<file path="src/include/img_preproc_cfg.svh">
// Build-time constants for the image preprocessing adapter, included by the package and RTL
`ifndef IMG_PREPROC_CFG_SVH
`define IMG_PREPROC_CFG_SVH

// Grey weights in 1/256 units, the usual BT.601 split
// They should add up to 256 so that white maps to 255
`define IMG_LUMA_R 77
`define IMG_LUMA_G 150
`define IMG_LUMA_B 29

// Width of the x and y pixel coordinates
// The output word packs y, x and grey, so 12 bits gives a 32-bit word
// Any other value changes the output word width as well
`define IMG_COORD_BITS 12

`endif

</file>
<file path="src/verilog/img_preproc_pkg.sv">
// Shared stream, pixel and output word types, referenced by scoped name from every module
`include "img_preproc_cfg.svh"

package img_preproc_pkg;

    // One pixel coordinate, x or y
    typedef logic [`IMG_COORD_BITS-1:0] coord_t;

    // First payload word of a frame
    // Only the width steers the decoder, the height is implied by the run total
    typedef struct packed {
        logic [15:0] width;
        logic [15:0] height;
    } header_t;

    // Every later payload word is one run of identical pixels
    typedef struct packed {
        logic [7:0] count;
        logic [7:0] r;
        logic [7:0] g;
        logic [7:0] b;
    } run_t;

    // The same 32 bits read as a header or as a run record
    typedef union packed {
        header_t hdr;
        run_t    run;
    } payload_u;

    // Payload word as handed from the framer to the decoder
    // strb marks the valid byte lanes, last flags the final word of the frame
    typedef struct packed {
        payload_u   data;
        logic [3:0] strb;
        logic       last;
    } frame_word_t;

    // One decoded pixel with its raster position
    typedef struct packed {
        coord_t     x;
        coord_t     y;
        logic [7:0] r;
        logic [7:0] g;
        logic [7:0] b;
    } pixel_t;

    // Output word, y in the top bits and grey in the bottom byte
    typedef struct packed {
        coord_t     y;
        coord_t     x;
        logic [7:0] grey;
    } out_word_t;

endpackage

</file>
<file path="src/verilog/stream_framer.sv">
// Input framer that reads the byte length word of each frame and marks the payload words
module stream_framer (
    input  logic                      clock,
    input  logic                      reset,

    // Host side
    input  logic [31:0]               in_data_i,
    input  logic                      in_valid_i,
    output logic                      upstream_stall_o,

    // Decoder side
    output img_preproc_pkg::frame_word_t word_o,
    output logic                      word_valid_o,
    input  logic                      word_accept_i
);

    // Bytes still to come in the current frame
    // Zero between frames
    logic [31:0] byte_count;
    logic        in_frame;
    logic        word_fire;

    assign in_frame  = (byte_count != 32'd0);
    assign word_fire = word_valid_o && word_accept_i;

    always_ff @(posedge clock) begin
        if (reset) begin
            byte_count <= 32'd0;
        end else if (!in_frame && in_valid_i) begin
            // A length word opens a frame
            // A zero length is just dropped and the framer stays idle
            if (in_data_i != 32'd0) begin
                byte_count <= in_data_i;
            end
        end else if (word_fire) begin
            // Each payload word eats four bytes
            // The last one may eat fewer
            byte_count <= (byte_count >= 32'd4) ? (byte_count - 32'd4) : 32'd0;
        end
    end

    // Payload words only exist inside a frame
    // The length word never goes downstream
    assign word_valid_o = in_valid_i && in_frame;

    always_comb begin
        word_o.data = in_data_i;
        word_o.last = in_frame && (byte_count <= 32'd4);
        // Full word unless fewer than four bytes remain
        // Valid bytes sit in the low lanes
        word_o.strb = 4'b1111;
        if (byte_count < 32'd4) begin
            case (byte_count[1:0])
                2'd1:    word_o.strb = 4'b0001;
                2'd2:    word_o.strb = 4'b0011;
                2'd3:    word_o.strb = 4'b0111;
                default: word_o.strb = 4'b1111;
            endcase
        end
    end

    // Between frames the length word is always taken
    // Inside a frame the host waits for the decoder
    assign upstream_stall_o = in_frame && !word_accept_i;

    // A stalled host keeps offering the same word until the framer takes it
    a_host_holds_word : assert property (
        @(posedge clock) disable iff (reset)
        in_valid_i && upstream_stall_o |=> in_valid_i && $stable(in_data_i)
    ) else $error("host changed or dropped its word while stalled");

endmodule

</file>
<file path="src/verilog/rle_decoder.sv">
// Run-length RGB decoder: reads header and run record words and emits one pixel per cycle
module rle_decoder (
    input  logic                         clock,
    input  logic                         reset,

    // Payload words from the framer
    input  img_preproc_pkg::frame_word_t word_i,
    input  logic                         word_valid_i,
    output logic                         word_accept_o,

    // Pixels to the luma stage
    output img_preproc_pkg::pixel_t      pixel_o,
    output logic                         pixel_valid_o,
    input  logic                         stage_ready_i
);

    typedef enum logic {
        expect_header,
        expect_runs
    } state_t;

    state_t state;

    // Pixels left in the current run, zero means the run register is empty
    logic [7:0] run_left;
    logic [7:0] run_r;
    logic [7:0] run_g;
    logic [7:0] run_b;

    // Raster position of the pixel on offer and the last x of a line
    img_preproc_pkg::coord_t x_q;
    img_preproc_pkg::coord_t y_q;
    img_preproc_pkg::coord_t x_last;

    logic pixel_fire;
    logic last_pixel;
    logic word_fire;
    logic run_usable;

    assign pixel_valid_o = (run_left != 8'd0);
    assign pixel_fire    = pixel_valid_o && stage_ready_i;
    assign last_pixel    = pixel_fire && (run_left == 8'd1);

    // A new word is taken when the run register is empty or is being emptied now
    // This holds for a header too, so the tail run of the previous frame drains first
    assign word_accept_o = (run_left == 8'd0) || last_pixel;
    assign word_fire     = word_valid_i && word_accept_o;

    // Runs of zero length and records cut short by the frame end carry no pixels
    assign run_usable = (word_i.strb == 4'b1111) && (word_i.data.run.count != 8'd0);

    always_ff @(posedge clock) begin
        if (reset) begin
            state    <= expect_header;
            run_left <= 8'd0;
            x_q      <= '0;
            y_q      <= '0;
        end else begin
            if (pixel_fire) begin
                run_left <= run_left - 8'd1;
                // Step along the line and wrap at the stored width
                if (x_q == x_last) begin
                    x_q <= '0;
                    y_q <= y_q + 1'b1;
                end else begin
                    x_q <= x_q + 1'b1;
                end
            end
            if (word_fire) begin
                if (state == expect_header) begin
                    // A new frame restarts at the top left corner
                    x_q <= '0;
                    y_q <= '0;
                    if (!word_i.last) begin
                        state <= expect_runs;
                    end
                end else begin
                    if (run_usable) begin
                        run_left <= word_i.data.run.count;
                    end
                    if (word_i.last) begin
                        state <= expect_header;
                    end
                end
            end
        end
    end

    // Header width and run colour are plain payload registers
    always_ff @(posedge clock) begin
        if (word_fire && (state == expect_header)) begin
            x_last <= img_preproc_pkg::coord_t'(word_i.data.hdr.width - 16'd1);
        end
        if (word_fire && (state == expect_runs) && run_usable) begin
            run_r <= word_i.data.run.r;
            run_g <= word_i.data.run.g;
            run_b <= word_i.data.run.b;
        end
    end

    always_comb begin
        pixel_o.x = x_q;
        pixel_o.y = y_q;
        pixel_o.r = run_r;
        pixel_o.g = run_g;
        pixel_o.b = run_b;
    end

    // A pixel on offer must wait unchanged until the luma stage takes it
    a_pixel_hold : assert property (
        @(posedge clock) disable iff (reset)
        pixel_valid_o && !stage_ready_i |=> pixel_valid_o && $stable(pixel_o)
    ) else $error("decoder changed a pixel before the luma stage took it");

endmodule

</file>
<file path="src/verilog/luma_converter.sv">
// Output register stage: turns an RGB pixel into grey and packs it with its coordinates
`include "img_preproc_cfg.svh"

module luma_converter (
    input  logic                       clock,
    input  logic                       reset,

    // Pixels from the decoder
    input  img_preproc_pkg::pixel_t    pixel_i,
    input  logic                       pixel_valid_i,
    output logic                       stage_ready_o,

    // Output side
    output img_preproc_pkg::out_word_t out_data_o,
    output logic                       out_valid_o,
    input  logic                       downstream_stall_i
);

    // Weighted sum of the three channels, at most 255 * 256
    logic [17:0] luma_sum;

    always_comb begin
        luma_sum = 18'(pixel_i.r * `IMG_LUMA_R + pixel_i.g * `IMG_LUMA_G
                       + pixel_i.b * `IMG_LUMA_B);
    end

    // The register may load when it is empty or its word leaves this cycle
    assign stage_ready_o = !out_valid_o || !downstream_stall_i;

    always_ff @(posedge clock) begin
        if (reset) begin
            out_valid_o <= 1'b0;
        end else if (stage_ready_o) begin
            out_valid_o <= pixel_valid_i;
        end
    end

    always_ff @(posedge clock) begin
        if (stage_ready_o && pixel_valid_i) begin
            out_data_o.y    <= pixel_i.y;
            out_data_o.x    <= pixel_i.x;
            // Divide by 256 to undo the weight scale
            out_data_o.grey <= luma_sum[15:8];
        end
    end

    // The host sees the same word for as long as it stalls
    a_out_hold : assert property (
        @(posedge clock) disable iff (reset)
        out_valid_o && downstream_stall_i |=> out_valid_o && $stable(out_data_o)
    ) else $error("output word changed while the host was stalling");

endmodule

</file>
<file path="src/verilog/img_preproc_top.sv">
// Top level of the image preprocessing adapter, the block the host bus logic instantiates
module img_preproc_top (
    input  logic                       clock,
    input  logic                       reset,

    // Word stream from the host, first word of each frame is the byte length
    input  logic [31:0]                in_data_i,
    input  logic                       in_valid_i,
    output logic                       upstream_stall_o,

    // One packed {y, x, grey} word per pixel
    output img_preproc_pkg::out_word_t out_data_o,
    output logic                       out_valid_o,
    input  logic                       downstream_stall_i
);

    // Framer to decoder
    img_preproc_pkg::frame_word_t frame_word;
    logic                         word_valid;
    logic                         word_accept;

    // Decoder to luma stage
    img_preproc_pkg::pixel_t      pixel;
    logic                         pixel_valid;
    logic                         stage_ready;

    // Frames the host stream and flags the strobe and last word
    stream_framer i_stream_framer (
        .clock            (clock),
        .reset            (reset),
        .in_data_i        (in_data_i),
        .in_valid_i       (in_valid_i),
        .upstream_stall_o (upstream_stall_o),
        .word_o           (frame_word),
        .word_valid_o     (word_valid),
        .word_accept_i    (word_accept)
    );

    // Expands run records into a raster of pixels
    rle_decoder i_rle_decoder (
        .clock         (clock),
        .reset         (reset),
        .word_i        (frame_word),
        .word_valid_i  (word_valid),
        .word_accept_o (word_accept),
        .pixel_o       (pixel),
        .pixel_valid_o (pixel_valid),
        .stage_ready_i (stage_ready)
    );

    // Grey conversion and the output register
    luma_converter i_luma_converter (
        .clock              (clock),
        .reset              (reset),
        .pixel_i            (pixel),
        .pixel_valid_i      (pixel_valid),
        .stage_ready_o      (stage_ready),
        .out_data_o         (out_data_o),
        .out_valid_o        (out_valid_o),
        .downstream_stall_i (downstream_stall_i)
    );

endmodule

</file>
<file path="config.mk">
export PLATFORM = sky130hd
export DESIGN_NAME = img_preproc_top
export DESIGN_NICKNAME = d
export VERILOG_FILES = /design/src/verilog/img_preproc_pkg.sv /design/src/verilog/stream_framer.sv /design/src/verilog/rle_decoder.sv /design/src/verilog/luma_converter.sv /design/src/verilog/img_preproc_top.sv
export VERILOG_INCLUDE_DIRS = /design/src /design/src/include
export SDC_FILE = /design/constraint.sdc
export NUM_CORES = 1
export LEC_CHECK = 0
export BUFFER_PORTS_ARGS = -buffer_cell sky130_fd_sc_hd__buf_4
export CAP_MARGIN = 0
export CORE_MARGIN = 1.5
export CORE_UTILIZATION = 35
export DETAILED_ROUTE_END_ITERATION = 6
export PLACE_DENSITY_LB_ADDON = 0.25
export SYNTH_ARGS = -nofsm -noshare
export SYNTH_HDL_FRONTEND = slang
export SYNTH_SLANG_ARGS = --single-unit
</file>
<file path="constraint.sdc">
create_clock -name clock -period 7.3 [get_ports clock]
set_input_delay 1.095 -clock clock [delete_from_list [all_inputs] [get_ports clock]]
set_output_delay 1.095 -clock clock [all_outputs]
set_load 0.01 [all_outputs]
</file>
==> flow_summary.yaml, run 1 <==
sta:
  finalHoldViolations: 0
  rsz0062_at_grt: "no"
  final_layout_worst_hold_slack_ns: 0.461
  final.period_utilization_pct: 88.8
  finalSetupTns_ns: 0
  finalCriticalPeriod_ns: 6.48
  achievable-frequency_mhz: 154
  max_slew.worst_pin.slew_ns: 1.12
  fin_skew_ns: 0.0102
  drv_slew: 0
  worst_slew_margin_pct: 24.5
  final_setup_vio_count: 0
critical_path:
  worst_ep_required_time_ns: 7.47
  regToRegEndpoint: "i_luma_converter.out_data_o[7]$_DFFE_PP_"
  critPathLaunch: "i_rle_decoder.run_g[4]$_DFFE_PP_"
  cp-start-kind: "flop"
  regToRegStartpoint: "i_rle_decoder.run_g[4]$_DFFE_PP_"
  criticalPathCategory: "reg -> reg"
  worstRegToRegCells: 22
  path_max_fanout: 5
  setup.worst_path.end_class: "flop"
  cp_data_arrival_time_ns: 6.66
  worst-r2r-setup-slack_ns: 0.82
grt:
  antenna_found_initial: 0
  grt_start_max_net_pins: 45
  grt.overflow.total: 0
  grt_first_pass_wirelength_um: 33300
  global_route.usage.total_pct: 16.0
  first_global_vias: 6400
synthesis:
  yosysWarningCount: 0
  synth_ff_type: "sky130_fd_sc_hd__edfxtp_1"
  ffs_latches_synth: 134
  netlist_area_sq_um: 9110
  simple_logic_cell_fraction_of_the_synthesized_area_pct: 15.2
  synth.mux.area_fraction_pct: 0.769
  syn-instance-count: 906
  postSynthNetCount: 1089
  synth_top_family_by_area: "adder cells"
  yosys.cell_types.count: 62
  post_synth.cell_area_avg_sq_um: 10.1
  yosys.area_share.xor_xnor_pct: 6.83
  synth_compound_area_share_pct: 9.58
  synthArstFlopShare_pct: 0
  synth_enable_flop_cells: 68
  adder_cell_share_of_the_synthesized_area_pct: 24.7
  synth-seq-area-share_pct: 36.9
layout:
  num-nets-final: 1155
  area.growth.synth_to_final_pct: 15.7
  commonest_non_fill_non_tap_cells_in_the_layout: "sky130_fd_sc_hd__inv_1 (106), sky130_fd_sc_hd__ha_1 (92), sky130_fd_sc_hd__nor2_1 (88)"
  layout.cells.most_common: "sky130_fd_sc_hd__inv_1"
  antenna-diode-count: 0
  layout-drive-gt1-share_pct: 12.7
drt:
  met1Wirelength_um: 9810
  totalWireLength_um: 20500
  met3WireLength_um: 899
  drt_iter0_drc: 415
  postRouteAntennaNets: 0
  routed_via_density: 5.02
  wire_per_inst_um: 15.6
  routed-wl-met2_um: 9550
  drt_drc_violations_left: 0
  via_count: 6607
  max_layer_used: "met4"
  first_drt_pass_iteration_count: 5
run:
  cap_viol_max_count: 0
hold_path:
  hold_depth: 0
  worst_hold_path.endpoint: "i_luma_converter.out_data_o[31]$_DFFE_PP_"
  worstHoldStart: "i_rle_decoder.y_q[11]$_SDFF_PP0_"
  hp-class: "reg -> reg"
clock_tree:
  cts-htree-levels: 4
  ctsRootBufferMaster: "sky130_fd_sc_hd__clkbuf_16"
  cts.repair_timing.setup_buffer_count: 0
  post_cts_hold_buffers: 0
  clock_buffer_depth: 2
  clock_buffer_count_from_cts: 17
  cts_tree: "done"
  post_cts_resize_count: 0
  clock_sinks: 134
  clock_latency_ns: 0.42
  clk_pin_slew_worst_paths_ns: 0.07
die:
  initial_core_util_pct: 36.0
  num_io_pins: 70
  core_area_sq_um: 25300
  floorplan.die.width_um: 164
  row_count: 58
  dieArea_sq_um: 27000
  die_h_um: 164
power:
  power-per-cell-area_nw_per_um2: 506
  power.ir.vdd_worst_uv: 348
  power.static_leakage_uw: 0.00446
place:
  io_buffer_count: 69
  gp_congestion: 0.848
  post_detailed_placement_half_perimeter_wirelength_um: 15500
status:
  result_of_the_run: "finished clean"
[worst max-delay path, cell delays in order (launching register included)]
cell and delay [ns]:
sky130_fd_sc_hd__edfxtp_1 0.46, sky130_fd_sc_hd__ha_1 0.33, sky130_fd_sc_hd__ha_1 0.28, sky130_fd_sc_hd__inv_1 0.05, sky130_fd_sc_hd__fa_1 0.49, sky130_fd_sc_hd__fa_1 0.51, sky130_fd_sc_hd__inv_1 0.04, sky130_fd_sc_hd__ha_1 0.35
sky130_fd_sc_hd__xnor2_1 0.17, sky130_fd_sc_hd__fa_1 0.48, sky130_fd_sc_hd__inv_1 0.05, sky130_fd_sc_hd__fa_1 0.51, sky130_fd_sc_hd__fa_1 0.44, sky130_fd_sc_hd__fa_1 0.54, sky130_fd_sc_hd__inv_1 0.04, sky130_fd_sc_hd__ha_1 0.34
sky130_fd_sc_hd__nand3_1 0.10, sky130_fd_sc_hd__nand2_1 0.06, sky130_fd_sc_hd__a41oi_1 0.25, sky130_fd_sc_hd__a21oi_1 0.18, sky130_fd_sc_hd__a211oi_1 0.27, sky130_fd_sc_hd__xor2_1 0.20, sky130_fd_sc_hd__xnor2_1 0.08
[sequential cells by signal, indices dropped and copies added, names as in the netlist]
name / cells
i_rle_decoder.x_q: 12
i_rle_decoder.y_q: 12
i_luma_converter.out_data_o: 32
i_stream_framer.byte_count: 32
i_rle_decoder.state: 1
i_rle_decoder.run_g: 8
i_rle_decoder.run_left: 8
i_luma_converter.out_valid_o: 1
i_rle_decoder.run_r: 8
i_rle_decoder.x_last: 12
i_rle_decoder.run_b: 8
[power by group]
| part | internal, uW | total, uW | leakage, uW | switching (uW) |
|---|---|---|---|---|
| combinational | 1370 | 3220 | 0.00297 | 1850 |
| clock | 484 | 861 | 0.000287 | 377 |
| sequential | 1120 | 1250 | 0.00120 | 129 |
| total | 2980 | 5330 | 0.00446 | 2350 |
[per-layer routing]
metal  vias to the layer above  track usage [%]
li1                       3283                -
met4                         0             4.42
met2                       141             25.6
met1                      3167             22.1
met3                        16             3.01
met5                         -                0
[logic make-up (layout without fill, tap and decap cells)]
kind of cell / count (synthesis) / after routing
muxes: 7 / 7
and+or+nand+nor: 277 / 277
AOI/OAI and AO/OA: 136 / 136
adders and majority gates: 147 / 147
DFF: 134 / 134
xor gates and xnor gates: 71 / 71
buffers and inverters: 134 / 213
[worst max-delay path by stage]
stage                                               endpoint  slack (ns)  depth (start not counted)
CTS                 i_luma_converter.out_data_o[7]$_DFFE_PP_        0.80                         22
global placement    i_luma_converter.out_data_o[7]$_DFFE_PP_        0.91                         22
detailed placement  i_luma_converter.out_data_o[7]$_DFFE_PP_        0.81                         22
floorplan           i_luma_converter.out_data_o[7]$_DFFE_PP_        1.16                         22
finish              i_luma_converter.out_data_o[7]$_DFFE_PP_        0.82                         22
global route        i_luma_converter.out_data_o[7]$_DFFE_PP_        0.47                         22
[synthesized netlist by cell type (3+ instances only)]
master / count / share of area [%]
sky130_fd_sc_hd__a211oi_1: 8 / 0.66
sky130_fd_sc_hd__a21o_1: 6 / 0.49
sky130_fd_sc_hd__a21oi_1: 44 / 2.4
sky130_fd_sc_hd__a221oi_1: 7 / 0.67
sky130_fd_sc_hd__a31oi_1: 6 / 0.41
sky130_fd_sc_hd__a32oi_1: 3 / 0.29
sky130_fd_sc_hd__and2_1: 13 / 0.89
sky130_fd_sc_hd__and3_1: 9 / 0.62
sky130_fd_sc_hd__buf_2: 5 / 0.27
sky130_fd_sc_hd__buf_6: 3 / 0.37
sky130_fd_sc_hd__clkbuf_1: 15 / 0.62
sky130_fd_sc_hd__dfxtp_1: 66 / 15
sky130_fd_sc_hd__edfxtp_1: 68 / 22
sky130_fd_sc_hd__fa_1: 55 / 12
sky130_fd_sc_hd__ha_1: 92 / 13
sky130_fd_sc_hd__inv_1: 106 / 4.4
sky130_fd_sc_hd__mux2i_1: 7 / 0.77
sky130_fd_sc_hd__nand2_1: 39 / 1.6
sky130_fd_sc_hd__nand2b_1: 4 / 0.27
sky130_fd_sc_hd__nand3_1: 11 / 0.60
sky130_fd_sc_hd__nand4_1: 17 / 1.2
sky130_fd_sc_hd__nor2_1: 89 / 3.7
sky130_fd_sc_hd__nor2b_1: 4 / 0.27
sky130_fd_sc_hd__nor3_1: 44 / 2.4
sky130_fd_sc_hd__nor3b_1: 3 / 0.25
sky130_fd_sc_hd__nor4_1: 13 / 0.89
sky130_fd_sc_hd__o211ai_1: 3 / 0.25
sky130_fd_sc_hd__o21ai_0: 34 / 1.9
sky130_fd_sc_hd__or2_2: 6 / 0.41
sky130_fd_sc_hd__or3_1: 8 / 0.55
sky130_fd_sc_hd__or4_1: 5 / 0.41
sky130_fd_sc_hd__xnor2_1: 41 / 3.9
sky130_fd_sc_hd__xor2_1: 30 / 2.9
[layout make-up]
| class | count | area, sq um |
|---|---|---|
| Clock buffer | 17 | 425 |
| Clock inverter | 15 | 160 |
| Fill cell | 2487 | 14800 |
| Inverter | 106 | 398 |
| Multi-Input combinational cell | 638 | 5210 |
| Sequential cell | 134 | 3360 |
| Tap cell | 330 | 413 |
| Timing Repair Buffer | 75 | 563 |
[per-stage QoR]
step | worst slack, ns | instance area, sq um | instances | total power, uW | util [%]
final | 0.817 | 10500 | 1315 | 5330 | 41.6
after global routing | 0.472 | 10500 | 1315 | 5850 | 41.6
after CTS | 0.801 | 10500 | 1315 | 5400 | 41.6
after detailed placement | 0.809 | 9950 | 1283 | 4510 | 39.3
after global placement | 0.912 | 9950 | 1283 | 4460 | 39.3
after floorplan | 1.16 | 9110 | 906 | 3720 | -
Note: power is estimated with default switching activity, not from simulation.
==> run 2: changes to the inputs <==
Clock period 7.3 ns to 7.8 ns, I/O delays scaled along.
==> run 2 against run 1 <==
Compared with the run above: die area unchanged; flip-flop and latch count unchanged; register-to-register slack improved by 0.54 ns; highest routed layer unchanged.
==> flow_summary.yaml, run 2 (same netlist as run 1, synthesis figures left out) <==
sta:
  finalHoldViolations: 0
  worst_slew_margin_pct: 19.8
  achievable-frequency_mhz: 155
  max_slew.worst_pin.slew_ns: 1.19
  final_setup_vio_count: 0
  finalWorstSetupSlack_ns: 1.36
  final.period_utilization_pct: 82.6
  fin_skew_ns: 0.0106
  drv_slew: 0
  finalSetupTns_ns: 0
  finalCriticalPeriod_ns: 6.44
  rsz0062_at_grt: "no"
die:
  dieArea_sq_um: 27000
  initial_core_util_pct: 36.0
  num_io_pins: 70
  core_area_sq_um: 25300
  row_count: 58
  floorplan.die.width_um: 164
  die_h_um: 164
layout:
  layout_top_registers: "i_luma_converter.out_data_o x32, i_stream_framer.byte_count x32"
  commonest_non_fill_non_tap_cells_in_the_layout: "sky130_fd_sc_hd__inv_1 (106), sky130_fd_sc_hd__ha_1 (92), sky130_fd_sc_hd__nor2_1 (88)"
  final-instance-count-excl-fill: 1315
  antenna-diode-count: 0
  layout-drive-gt1-share_pct: 12.7
  num-nets-final: 1155
  layout.cells.most_common: "sky130_fd_sc_hd__inv_1"
  area.growth.synth_to_final_pct: 16.2
critical_path:
  criticalPathCategory: "reg -> reg"
  cp-start-kind: "flop"
  worst_ep_required_time_ns: 7.98
  regToRegStartpoint: "i_rle_decoder.run_g[4]$_DFFE_PP_"
  cp_data_arrival_time_ns: 6.62
  setup.worst_path.end_class: "flop"
  critPathLaunch: "i_rle_decoder.run_g[4]$_DFFE_PP_"
  path_max_fanout: 5
power:
  power.static_leakage_uw: 0.00448
  power-per-cell-area_nw_per_um2: 476
  power.ir.vdd_worst_uv: 308
  p_total_uw: 5040
grt:
  grt_first_pass_wirelength_um: 33700
  antenna_found_initial: 0
  grt_start_max_net_pins: 45
  global_route.usage.total_pct: 16.1
  grt.overflow.total: 0
  first_global_vias: 6507
clock_tree:
  clk_pin_slew_worst_paths_ns: 0.07
  clock_buffer_depth: 2
  clock_latency_ns: 0.43
  cts_tree: "done"
  ctsRootBufferMaster: "sky130_fd_sc_hd__clkbuf_16"
  post_cts_resize_count: 0
  cts-htree-levels: 4
  clock_buffer_count_from_cts: 17
  clock_sinks: 134
  post_cts_hold_buffers: 0
  cts.repair_timing.setup_buffer_count: 0
place:
  dp.cells: 1283
  gp_congestion: 0.848
  post_detailed_placement_half_perimeter_wirelength_um: 15500
  pre_cts_slack_ns: 1.32
  io_buffer_count: 69
hold_path:
  hp-class: "reg -> reg"
  worstHoldStart: "i_rle_decoder.y_q[11]$_SDFF_PP0_"
drt:
  postRouteAntennaNets: 0
  totalWireLength_um: 20300
  routed_via_density: 4.96
  drt_iter0_drc: 383
  drt_drc_violations_left: 0
  wire_per_inst_um: 15.4
  first_drt_pass_iteration_count: 4
  via_count: 6527
status:
  result_of_the_run: "finished clean"
run:
  cap_viol_max_count: 0
run 2: final timing paths:
check	slack, ns	cells past startpoint	end
max	1.36	22	i_luma_converter.out_data_o[7]$_DFFE_PP_
max reg2reg	1.36	22	i_luma_converter.out_data_o[7]$_DFFE_PP_
min reg2reg	0.45	0	i_luma_converter.out_data_o[31]$_DFFE_PP_
min	0.45	0	i_luma_converter.out_data_o[31]$_DFFE_PP_
run 2: per-stage QoR:
step,util (%),hold WS (ns),cell area [sq um]
after global placement,39.3,0.436,9950
after global routing,41.8,0.463,10600
after floorplan,-,0.417,9110
after CTS,41.8,0.457,10600
after detailed placement,39.3,0.445,9950
final,41.8,0.455,10600
run 2: per-layer routing:
metal  share of wire [%]  vias up  track usage (%)
li1                    -     3283                -
met1                  49     3095             22.0
met2                  46      131             26.0
met3                 3.9       18             3.21
met4                0.93        0             3.88
met5                   0        -                0
run 2: layout make-up:
type	instances	area, sq um
clock buffer	17	425
clock inverter	15	208
fill	2473	14700
inverter	106	398
multi-input combinational	638	5210
sequential	134	3360
tap	330	413
timing repair buffer	75	563
run 2: worst max-delay path: stages (launching register included):
cell and delay (ns):
sky130_fd_sc_hd__edfxtp_1 0.46, sky130_fd_sc_hd__ha_1 0.33, sky130_fd_sc_hd__ha_1 0.28, sky130_fd_sc_hd__inv_1 0.05, sky130_fd_sc_hd__fa_1 0.49, sky130_fd_sc_hd__fa_1 0.51, sky130_fd_sc_hd__inv_1 0.04, sky130_fd_sc_hd__ha_1 0.35
sky130_fd_sc_hd__xnor2_1 0.17, sky130_fd_sc_hd__fa_1 0.49, sky130_fd_sc_hd__inv_1 0.05, sky130_fd_sc_hd__fa_1 0.51, sky130_fd_sc_hd__fa_1 0.44, sky130_fd_sc_hd__fa_1 0.55, sky130_fd_sc_hd__inv_1 0.04, sky130_fd_sc_hd__ha_1 0.33
sky130_fd_sc_hd__nand3_1 0.10, sky130_fd_sc_hd__nand2_1 0.05, sky130_fd_sc_hd__a41oi_1 0.23, sky130_fd_sc_hd__a21oi_1 0.17, sky130_fd_sc_hd__a211oi_1 0.27, sky130_fd_sc_hd__xor2_1 0.20, sky130_fd_sc_hd__xnor2_1 0.08
run 2: power breakdown:
group	total (uW)	internal, uW	switching, uW
clock network	871	518	354
registers	1170	1050	121
logic	2990	1280	1710
total	5040	2850	2190
==> run 3: changes to the inputs <==
Clock period 7.8 ns to 5.17 ns, I/O delays scaled along.
==> run 3 against run 2 <==
Compared with the run above: wire length rose by 2.1%; utilization rose by 2.3 points; setup slack got worse by 2.1 ns; maximum frequency rose by 9.4%; worst hold slack improved by 0.0028 ns; cell count rose by 3.7%; non-clock buffer count rose by 49; sequential share of layout area fell by 1.7 points; flip-flop and latch count did not move; the run now ends with setup timing left; global-route usage rose by 0.074 points; clock skew rose by 0.0052 ns; cell area rose by 5.6%.
==> flow_summary.yaml, run 3 (same netlist as run 1, synthesis figures left out) <==
status:
  result_of_the_run: "complete, but fails checks"
  violations_in_the_final_reports: "setup timing"
critical_path:
  path_max_fanout: 5
  setup.worst_path.end_class: "flop"
  worst_ep_required_time_ns: 5.35
  cp_data_arrival_time_ns: 6.06
  cp-start-kind: "flop"
  criticalPathCategory: "reg -> reg"
place:
  post_detailed_placement_half_perimeter_wirelength_um: 15800
  gp_congestion: 0.803
  io_buffer_count: 69
  pre_cts_slack_ns: -0.762
die:
  row_count: 58
  floorplan.die.width_um: 164
  initial_core_util_pct: 36.0
  die_h_um: 164
  core_area_sq_um: 25300
  num_io_pins: 70
  dieArea_sq_um: 27000
drt:
  routed_via_density: 4.90
  wire_per_inst_um: 15.2
  drt_iter0_drc: 421
  first_drt_pass_iteration_count: 5
  postRouteAntennaNets: 0
  drt_drc_violations_left: 0
  totalWireLength_um: 20700
  via_count: 6687
layout:
  commonest_non_fill_non_tap_cells_in_the_layout: "sky130_fd_sc_hd__buf_4 (120), sky130_fd_sc_hd__inv_1 (97), sky130_fd_sc_hd__nor2_1 (87)"
  layout-drive-gt1-share_pct: 20.6
  num-nets-final: 1204
  fillerInstances: 2383
  antenna-diode-count: 0
  layout.cells.most_common: "sky130_fd_sc_hd__buf_4"
  final_core_util_pct: 44.1
  area.growth.synth_to_final_pct: 22.7
  layout_top_registers: "i_luma_converter.out_data_o x32, i_stream_framer.byte_count x32"
  layout.area.seq_sq_um: 3360
  multi_input_comb_area_sq_um: 5460
sta:
  worst_slew_margin_pct: 23.4
  drv_slew: 0
  achievable-frequency_mhz: 170
  finalHoldViolations: 0
  final_setup_vio_count: 8
  finalCriticalPeriod_ns: 5.89
  max_slew.worst_pin.slew_ns: 1.14
  finalWorstSetupSlack_ns: -0.717
  final_layout_worst_hold_slack_ns: 0.458
  rsz0062_at_grt: "yes"
  final.period_utilization_pct: 114
  fin_skew_ns: 0.0158
grt:
  global_route.usage.total_pct: 16.1
  grt_start_max_net_pins: 45
  first_global_vias: 6593
  grt_first_pass_wirelength_um: 33800
  grt.overflow.total: 0
  antenna_found_initial: 0
clock_tree:
  clock_buffer_depth: 2
  cts-htree-levels: 4
  ctsRootBufferMaster: "sky130_fd_sc_hd__clkbuf_16"
  cts_tree: "done"
  clock_latency_ns: 0.43
  clk_pin_slew_worst_paths_ns: 0.07
  clock_sinks: 134
  post_cts_hold_buffers: 0
  clock_buffer_count_from_cts: 17
hold_path:
  hp-class: "reg -> reg"
run:
  cap_viol_max_count: 0
run 3: cell count changes in the layout (fill, tap and decap cells not counted), moves of 4 or more:
cell                      delta
sky130_fd_sc_hd__ha_1        -8
sky130_fd_sc_hd__a21oi_1     -8
sky130_fd_sc_hd__inv_2       +9
sky130_fd_sc_hd__ha_4        +8
sky130_fd_sc_hd__buf_4      +45
sky130_fd_sc_hd__a21oi_2     +5
sky130_fd_sc_hd__inv_1       -9
sky130_fd_sc_hd__buf_6       +4
run 3: worst paths after layout:
path | slack, ns | endpoint | startpoint | cells past startpoint
max | -0.72 | i_luma_converter.out_data_o[7]$_DFFE_PP_ | i_rle_decoder.run_g[3]$_DFFE_PP_ | 24
min | 0.46 | i_luma_converter.out_data_o[31]$_DFFE_PP_ | i_rle_decoder.y_q[11]$_SDFF_PP0_ | 0
max reg2reg | -0.72 | i_luma_converter.out_data_o[7]$_DFFE_PP_ | i_rle_decoder.run_g[3]$_DFFE_PP_ | 24
min reg2reg | 0.46 | i_luma_converter.out_data_o[31]$_DFFE_PP_ | i_rle_decoder.y_q[11]$_SDFF_PP0_ | 0
run 3: final cells by class:
class / count / area share, %
multi-input combinational: 638 / 48.9
sequential: 134 / 30.1
timing repair buffer: 124 / 8.47
clock buffer: 17 / 3.81
tap: 330 / 3.70
inverter: 106 / 3.56
clock inverter: 15 / 1.47
run 3: timing repair:
action / CTS / global route
setup endpoints to repair: 8 / 8
pin swaps: 11 / 21
resized for setup: 3 / 31
buffers inserted: 1 / 4
run 3: routing by layer:
metal / track usage, % / up-vias / wire, um
met1: 22.6 / 3175 / 10300
met4: 4.30 / 0 / 235
met2: 25.8 / 119 / 9480
met3: 2.65 / 17 / 711
li1: - / 3376 / -
met5: 0 / - / 0
run 3: critical path, stage by stage (launching register included):
cell and delay, ns:
sky130_fd_sc_hd__edfxtp_1 0.40, sky130_fd_sc_hd__ha_1 0.30, sky130_fd_sc_hd__ha_1 0.29, sky130_fd_sc_hd__ha_1 0.28
sky130_fd_sc_hd__inv_1 0.04, sky130_fd_sc_hd__fa_1 0.49, sky130_fd_sc_hd__inv_2 0.05, sky130_fd_sc_hd__ha_4 0.30
sky130_fd_sc_hd__buf_6 0.11, sky130_fd_sc_hd__a21oi_4 0.05, sky130_fd_sc_hd__xnor2_2 0.13, sky130_fd_sc_hd__fa_1 0.48
sky130_fd_sc_hd__inv_1 0.05, sky130_fd_sc_hd__fa_1 0.51, sky130_fd_sc_hd__fa_2 0.45, sky130_fd_sc_hd__fa_1 0.51
sky130_fd_sc_hd__inv_2 0.05, sky130_fd_sc_hd__ha_4 0.23, sky130_fd_sc_hd__nand3_2 0.08, sky130_fd_sc_hd__nand2_2 0.07
sky130_fd_sc_hd__a41oi_4 0.22, sky130_fd_sc_hd__a21oi_4 0.10, sky130_fd_sc_hd__a211oi_2 0.21, sky130_fd_sc_hd__xor2_1 0.19
sky130_fd_sc_hd__xnor2_1 0.09
run 3: stage by stage:
stage / cells / setup TNS [ns] / instance area, sq um
after floorplan: 906 / -2.20 / 9220
after global placement: 1327 / -3.49 / 10400
after detailed placement: 1327 / -4.04 / 10400
after CTS: 1360 / -3.86 / 11000
after global routing: 1364 / -5.90 / 11200
final: 1364 / -4.07 / 11200
Power of run 3 is left out: the tool's default activity adds up to more than one toggle a clock period on the data nets, which glitch-free logic cannot reach.
